===== config.mk =====
export PLATFORM = sky130hd
export DESIGN_NAME = sort_switch
export DESIGN_NICKNAME = d
export VERILOG_FILES = /design/src/verilog/sort_pkg.sv /design/src/verilog/exchange_unit.sv /design/src/verilog/merge_module.sv /design/src/verilog/odd_even_sort.sv /design/src/verilog/contention_filter.sv /design/src/verilog/sort_switch.sv
export VERILOG_INCLUDE_DIRS = /design/src /design/src/verilog
export SDC_FILE = /design/constraint.sdc
export NUM_CORES = 1
export LEC_CHECK = 0
export ABC_AREA = 1
export BUFFER_PORTS_ARGS = -buffer_cell sky130_fd_sc_hd__buf_2
export CAP_MARGIN = 40
export CORE_MARGIN = 4
export CORE_UTILIZATION = 54
export CTS_CLUSTER_SIZE = 10
export DETAILED_ROUTE_END_ITERATION = 8
export GPL_TIMING_DRIVEN = 0
export PLACE_DENSITY = 0.81
export SKIP_CTS_REPAIR_TIMING = 1
export SYNTH_ARGS = -nofsm -noshare
export SYNTH_HDL_FRONTEND = slang
export SYNTH_SLANG_ARGS = --single-unit
export TNS_END_PERCENT = 30

===== constraint.sdc =====
create_clock -name clk -period 2.9 [get_ports clk]
set_clock_uncertainty 0.05 [all_clocks]
set_input_delay 0.29 -clock clk [delete_from_list [all_inputs] [get_ports clk]]
set_output_delay 0.29 -clock clk [all_outputs]
set_load 0.01 [all_outputs]

===== src/verilog/sort_params.svh =====
`ifndef SORT_PARAMS_SVH
`define SORT_PARAMS_SVH

// width of the payload word carried by each cell.
`define DATA_WIDTH 8

// power of two number of switch ports.
`define PORT_NUB_TOTAL 8

`endif


===== src/verilog/sort_pkg.sv =====
`include "sort_params.svh"

package sort_pkg;

    localparam int port_w = $clog2(`PORT_NUB_TOTAL);  // width of a port index.
    localparam int key_w  = port_w + 1;

    typedef struct packed {
        logic                   valid;
        logic [port_w-1:0]      src;
        logic [port_w-1:0]      dst;
        logic [`DATA_WIDTH-1:0] data;
    } cell_t;

    // one cell per switch port, index 0 is port 0.
    typedef cell_t [`PORT_NUB_TOTAL-1:0] cell_vec_t;

    typedef logic [port_w:0] drop_cnt_t;

    // invalid cells get the high key bit so they sort last.
    function automatic logic [key_w-1:0] sort_key(input cell_t c);
        return {~c.valid, c.dst};
    endfunction

endpackage


===== src/verilog/exchange_unit.sv =====
`timescale 1ns/1ps
`include "sort_params.svh"

module exchange_unit (
    input  logic            clk,
    input  logic            rst,
    input  sort_pkg::cell_t a_in,
    input  sort_pkg::cell_t b_in,
    output sort_pkg::cell_t lo_out,
    output sort_pkg::cell_t hi_out
);
    import sort_pkg::*;

    logic [key_w-1:0] key_a;
    logic [key_w-1:0] key_b;
    logic             swap;

    assign key_a = sort_key(a_in);
    assign key_b = sort_key(b_in);
    assign swap  = key_b < key_a;  // ties keep a on the low side.

    always_ff @(posedge clk) begin
        if (rst) begin
            lo_out <= '0;
            hi_out <= '0;
        end else if (swap) begin
            lo_out <= b_in;
            hi_out <= a_in;
        end else begin
            lo_out <= a_in;
            hi_out <= b_in;
        end
    end

    // registered pair must leave in key order once out of reset.
    a_pair_ordered : assert property (
        @(posedge clk) disable iff (rst)
        !$past(rst) |-> sort_key(lo_out) <= sort_key(hi_out)
    ) else $error("exchange_unit: lo_out key above hi_out key.");

endmodule


===== src/verilog/merge_module.sv =====
`timescale 1ns/1ps
`include "sort_params.svh"

module merge_module #(
    parameter int PORT_NUB = `PORT_NUB_TOTAL
) (
    input  logic                           clk,
    input  logic                           rst,
    input  sort_pkg::cell_t [PORT_NUB-1:0] port_in,
    output sort_pkg::cell_t [PORT_NUB-1:0] port_out
);
    import sort_pkg::*;

    generate
        if (PORT_NUB == 2) begin : g_base
            exchange_unit u_xchg (
                .clk    (clk),
                .rst    (rst),
                .a_in   (port_in[0]),
                .b_in   (port_in[1]),
                .lo_out (port_out[0]),
                .hi_out (port_out[1])
            );
        end else begin : g_rec
            cell_t [PORT_NUB/2-1:0] even_in;
            cell_t [PORT_NUB/2-1:0] odd_in;
            cell_t [PORT_NUB/2-1:0] even_out;
            cell_t [PORT_NUB/2-1:0] odd_out;
            cell_t [PORT_NUB-1:0]   mixed;
            cell_t                  first_q;
            cell_t                  last_q;

            // both halves stay sorted when split by index parity.
            for (genvar i = 0; i < PORT_NUB/2; i++) begin : g_split
                assign even_in[i]     = port_in[2*i];
                assign odd_in[i]      = port_in[2*i+1];
                assign mixed[2*i]     = even_out[i];
                assign mixed[2*i+1]   = odd_out[i];
            end

            merge_module #(.PORT_NUB(PORT_NUB/2)) u_even (
                .clk      (clk),
                .rst      (rst),
                .port_in  (even_in),
                .port_out (even_out)
            );

            merge_module #(.PORT_NUB(PORT_NUB/2)) u_odd (
                .clk      (clk),
                .rst      (rst),
                .port_in  (odd_in),
                .port_out (odd_out)
            );

            // end cells are already in place, just delay them.
            always_ff @(posedge clk) begin
                if (rst) begin
                    first_q <= '0;
                    last_q  <= '0;
                end else begin
                    first_q <= mixed[0];
                    last_q  <= mixed[PORT_NUB-1];
                end
            end

            assign port_out[0]          = first_q;
            assign port_out[PORT_NUB-1] = last_q;

            for (genvar i = 1; i < PORT_NUB/2; i++) begin : g_cmp
                exchange_unit u_xchg (
                    .clk    (clk),
                    .rst    (rst),
                    .a_in   (mixed[2*i-1]),
                    .b_in   (mixed[2*i]),
                    .lo_out (port_out[2*i-1]),
                    .hi_out (port_out[2*i])
                );
            end
        end
    endgenerate

endmodule


===== src/verilog/odd_even_sort.sv =====
`timescale 1ns/1ps
`include "sort_params.svh"

module odd_even_sort #(
    parameter int PORT_NUB = `PORT_NUB_TOTAL
) (
    input  logic                           clk,
    input  logic                           rst,
    input  sort_pkg::cell_t [PORT_NUB-1:0] port_in,
    output sort_pkg::cell_t [PORT_NUB-1:0] port_out
);
    import sort_pkg::*;

    generate
        if (PORT_NUB == 2) begin : g_base
            exchange_unit u_xchg (
                .clk    (clk),
                .rst    (rst),
                .a_in   (port_in[0]),
                .b_in   (port_in[1]),
                .lo_out (port_out[0]),
                .hi_out (port_out[1])
            );
        end else begin : g_rec
            cell_t [PORT_NUB/2-1:0] first_in;
            cell_t [PORT_NUB/2-1:0] second_in;
            cell_t [PORT_NUB/2-1:0] first_out;
            cell_t [PORT_NUB/2-1:0] second_out;
            cell_t [PORT_NUB-1:0]   halves;

            for (genvar i = 0; i < PORT_NUB/2; i++) begin : g_split
                assign first_in[i]  = port_in[2*i];    // even ports.
                assign second_in[i] = port_in[2*i+1];  // odd ports.
            end

            odd_even_sort #(.PORT_NUB(PORT_NUB/2)) u_first (
                .clk      (clk),
                .rst      (rst),
                .port_in  (first_in),
                .port_out (first_out)
            );

            odd_even_sort #(.PORT_NUB(PORT_NUB/2)) u_second (
                .clk      (clk),
                .rst      (rst),
                .port_in  (second_in),
                .port_out (second_out)
            );

            // lower half from the first sorter, upper half from the second.
            assign halves = {second_out, first_out};

            merge_module #(.PORT_NUB(PORT_NUB)) u_merge (
                .clk      (clk),
                .rst      (rst),
                .port_in  (halves),
                .port_out (port_out)
            );
        end
    endgenerate

endmodule


===== src/verilog/contention_filter.sv =====
`timescale 1ns/1ps
`include "sort_params.svh"

module contention_filter (
    input  logic                clk,
    input  logic                rst,
    input  sort_pkg::cell_vec_t cells_in,
    output sort_pkg::cell_vec_t cells_out,
    output sort_pkg::drop_cnt_t drop_count
);
    import sort_pkg::*;

    localparam int n_ports = `PORT_NUB_TOTAL;

    logic [n_ports-1:0] loser;
    cell_vec_t          kept;
    drop_cnt_t          loser_cnt;

    // sorted input puts equal destinations next to each other.
    always_comb begin
        loser[0] = 1'b0;  // first cell always wins.
        for (int i = 1; i < n_ports; i++) begin
            loser[i] = cells_in[i].valid && cells_in[i-1].valid &&
                       (cells_in[i].dst == cells_in[i-1].dst);
        end
    end

    always_comb begin
        kept      = cells_in;
        loser_cnt = '0;
        for (int i = 0; i < n_ports; i++) begin
            if (loser[i]) begin
                kept[i].valid = 1'b0;  // rest of the cell is kept.
            end
            loser_cnt = loser_cnt + drop_cnt_t'(loser[i]);
        end
    end

    always_ff @(posedge clk) begin
        if (rst) begin
            cells_out  <= '0;
            drop_count <= '0;
        end else begin
            cells_out  <= kept;
            drop_count <= loser_cnt;
        end
    end

    // only holds if the sorter really grouped destinations.
    for (genvar i = 0; i < n_ports; i++) begin : g_chk_i
        for (genvar j = i + 1; j < n_ports; j++) begin : g_chk_j
            a_unique_dst : assert property (
                @(posedge clk) disable iff (rst)
                !(cells_out[i].valid && cells_out[j].valid &&
                  cells_out[i].dst == cells_out[j].dst)
            ) else $error("contention_filter: two valid cells share a dst.");
        end
    end

endmodule


===== src/verilog/sort_switch.sv =====
`timescale 1ns/1ps
`include "sort_params.svh"

module sort_switch (
    input  logic                clk,
    input  logic                rst,
    input  sort_pkg::cell_vec_t port_in,
    output sort_pkg::cell_vec_t cells_out,
    output sort_pkg::drop_cnt_t drop_count
);
    import sort_pkg::*;

    cell_vec_t sorted;  // ascending by key, invalid cells last.

    odd_even_sort #(
        .PORT_NUB (`PORT_NUB_TOTAL)
    ) u_sort (
        .clk      (clk),
        .rst      (rst),
        .port_in  (port_in),
        .port_out (sorted)
    );

    // one more cycle to drop duplicate destinations.
    contention_filter u_filter (
        .clk        (clk),
        .rst        (rst),
        .cells_in   (sorted),
        .cells_out  (cells_out),
        .drop_count (drop_count)
    );

endmodule


==> metrics <==
CTS sink count=between 800 and 900; DPL Wire Length=approximately 78 mm; starting density of the core=a little over half; first-pass GRT wire length=about 150 mm; Yosys top cell area share=about 48%; H-tree lvl count=3; syn avg cell area=roughly 7.3 um^2; asr flop ratio synth=0%; Vias=around 31,000; number of global-route vias before repair=roughly 28,000; WP data arrival=3.53 ns; Setup Crit Path Kind=reg -> reg; die width=between 200 and 300 um; initial antenna violation count=1; layout cells sized above 1=roughly an eighth; area of the die=between 60,000 and 70,000 um^2; cell row count=93; Syn Inst Count=4,806; root buf cell=clkbuf_16; DRT iter0 DRCs=~3,100; total track usage=about 28%; Pint=around 26,000 uW; Fmax=327 MHz; Final nets=roughly 5,500; worst setup slack after layout=-0.158 ns; Syn Nets=5,030; Most used DFF post-synth=dfxtp_1; Max clock buf depth=3; CP max FO=3; Worst Setup EP=u_filter.drop_count[1]; GRT overflow=0; top sig layer=met4; Post-synth top cells=inv_1, nor2_1, dfxtp_1, nand2_1, a21oi_1; most frequent cell after synthesis=inv_1; EDFF count, synth=0; Worst slew margin=a little under half; # setup viols final=2; IO buf count=244; yosys warns=0; Final ANT Viol Nets=0; max-cap viol count=0; RSZ-0062 raised after global routing=true; Die H=approximately 260 um; Flop pwr share=between 30% and 40%; worst slew pin tran=~0.8 ns; hold_sp=port_in[104]; Area Overhead vs Synth=18.6%; R2R depth=12; critical path launch point type=flop; Leak Pwr=approximately 0.021 uW; CTS buffer count=96; clock power share=a little over a quarter; final hold violations=1; Synth cell types=24; Seq/Total Area, Yosys=a little under half; status=finished with violations; failing checks=negative hold slack, negative setup slack; Core Area=between 60,000 and 70,000 um^2; Net Sw Frac=between 30% and 40%; RePlAce Congestion=between 1 and 1.5; I/O pin cnt=246; largest net degree at the start of global routing=14; DP Area=~38,000 um^2; FF-to-FF End=u_filter.drop_count[1]; M1 WL=42.3 mm; Power Density=952 nW/um^2; flop-to-flop setup slack=-0.16 ns; fin crit share=105%; Area contributors post-synth=dfxtp_1, inv_1, nor2_1; DR vias/cell=5.07; Clk Latency, worst-skew pair=0.65 ns; Post-Syn Area=35,200 um^2; Sw Pwr=roughly 14,000 uW; filler instances=5,585; hold crit path type=in -> reg; clock-pin slew on the worst setup and hold paths=0.05 ns; Synth Register Bits=around 840; area leader, netlist=dfxtp_1; Max Slew Vio Count=0; DRT Wirelength=~110 mm; hold slack final=-0.0288 ns; VDD IR max=just over 0.5 mV; Combinational Power Share=about 35%; Initial DRT Pass Iterations=7; CTS tree=done; met3 wire length=7.67 mm; drt drc=0; cell area after layout=roughly 42,000 um^2; WL/cell=between 15 and 20 um; crit path time final=around 3.1 ns; CP Data Required Time=~3.4 ns; routed wl met2=roughly 50 mm; CP Capture Type=flop
-- logic make-up (layout without fill, tap and decap cells) --
family | count (synthesis) | count (layout) | synth area share (%)
AND/OR/NAND/NOR | 2047 | 2047 | 24.1
buffers and inverters | 1238 | 1753 | 15.9
flip-flops | 844 | 844 | 48.0
AO/OA/AOI/OAI | 569 | 569 | 8.23
adder cells (fa/ha/maj) | 102 | 102 | 3.69
XOR/XNOR | 6 | 6 | 0.149
other | 0 | 3 | 0
-- layer usage --
layer / up-vias / global-route usage, %
met5: - / 0
met2: 1448 / 48.4
met3: 311 / 3.54
li1: 15500 / -
met4: 0 / 12.2
met1: 14100 / 35.7
-- through the flow --
stage | TNS [ns] | power, uW | util (%) | setup slack (ns) | cells
2_1_floorplan | 0 | 24900 | - | 0.0171 | 4806
4_1_cts | -0.542 | 39400 | 62.4 | -0.273 | 6025
6_report | -0.291 | 39700 | 64.8 | -0.158 | 6179
3_5_place_dp | -0.444 | 28700 | 58.2 | -0.228 | 5905
3_3_place_gp | -0.326 | 28500 | 58.2 | -0.171 | 5905
5_1_grt | -0.406 | 42000 | 64.8 | -0.203 | 6176
-- final cells by class --
cell class                      instances  area, um^2  area share [%]
Inverter                              917        3440            8.24
Clock inverter                          6         108           0.258
Multi-Input combinational cell       2724       12800            30.6
Timing Repair Buffer                  395        2730            6.54
Tap cell                              855        1070            2.56
Sequential cell                       844       16900            40.5
Clock buffer                          114        2570            6.16
Buffer                                321        2160            5.16
Antenna cell                            3        7.51          0.0180
-- power by group through the flow --
stage	logic (uW)	clock network [uW]	registers, uW
finish	13700	10600	15400
CTS	13200	10800	15300
global route	15200	11300	15500
detailed placement	13100	0	15600
global placement	13000	0	15500
floorplan	9910	0	15000
-- how the worst min path moves through the flow --
| stage | end | slack, ns | cells after the start |
|---|---|---|---|
| floorplan | u_filter.cells_out[0] | 0.34 | 2 |
| global placement | u_sort.g_rec.u_first.g_rec.u_merge.port_out[14] | 0.34 | 2 |
| detailed placement | u_filter.cells_out[103] | 0.34 | 2 |
| CTS | flop | -0.19 | 3 |
| global route | flop | 0.009 | 4 |
| finish | flop | -0.03 | 4 |
-- critical path, cell delays in order (launching register included) --
cell	delay, ns
dfxtp_4	0.36
xor2_2	0.18
nor3_2	0.06
and2_4	0.16
ha_4	0.26
inv_2	0.05
fa_1	0.47
inv_1	0.06
fa_1	0.49
ha_2	0.20
inv_2	0.04
fa_2	0.51
nor2_1	0.04
-- cell usage in the layout, fill, tap and decap left out, types with 2 or more instances in the layout --
cell type      Yosys  routed
a21oi_1          549     549
a21oi_2           11      11
and2_4             0       2
buf_1              9       9
buf_2            151     395
buf_4             81      81
buf_6             61      61
clkbuf_1          19      30
clkbuf_16          0      99
clkbuf_8           0       4
clkinv_8           0       2
dfxtp_1          844     838
dfxtp_2            0       5
diode_2            0       3
dlygate4sd3_1      0     151
fa_1               3       2
ha_1              99      97
inv_1            914     909
inv_16             0       2
inv_2              3       8
nand2_1          633     633
nand3_1          515     515
nand3_2           20      20
nor2_1           871     871
nor3_1             3       2
o211ai_1           2       2
o21ai_0            4       2
o21ai_1            0       2
o22ai_1            3       3
xor2_1             6       4
xor2_2             0       2
(Power assumes the default switching activity.)
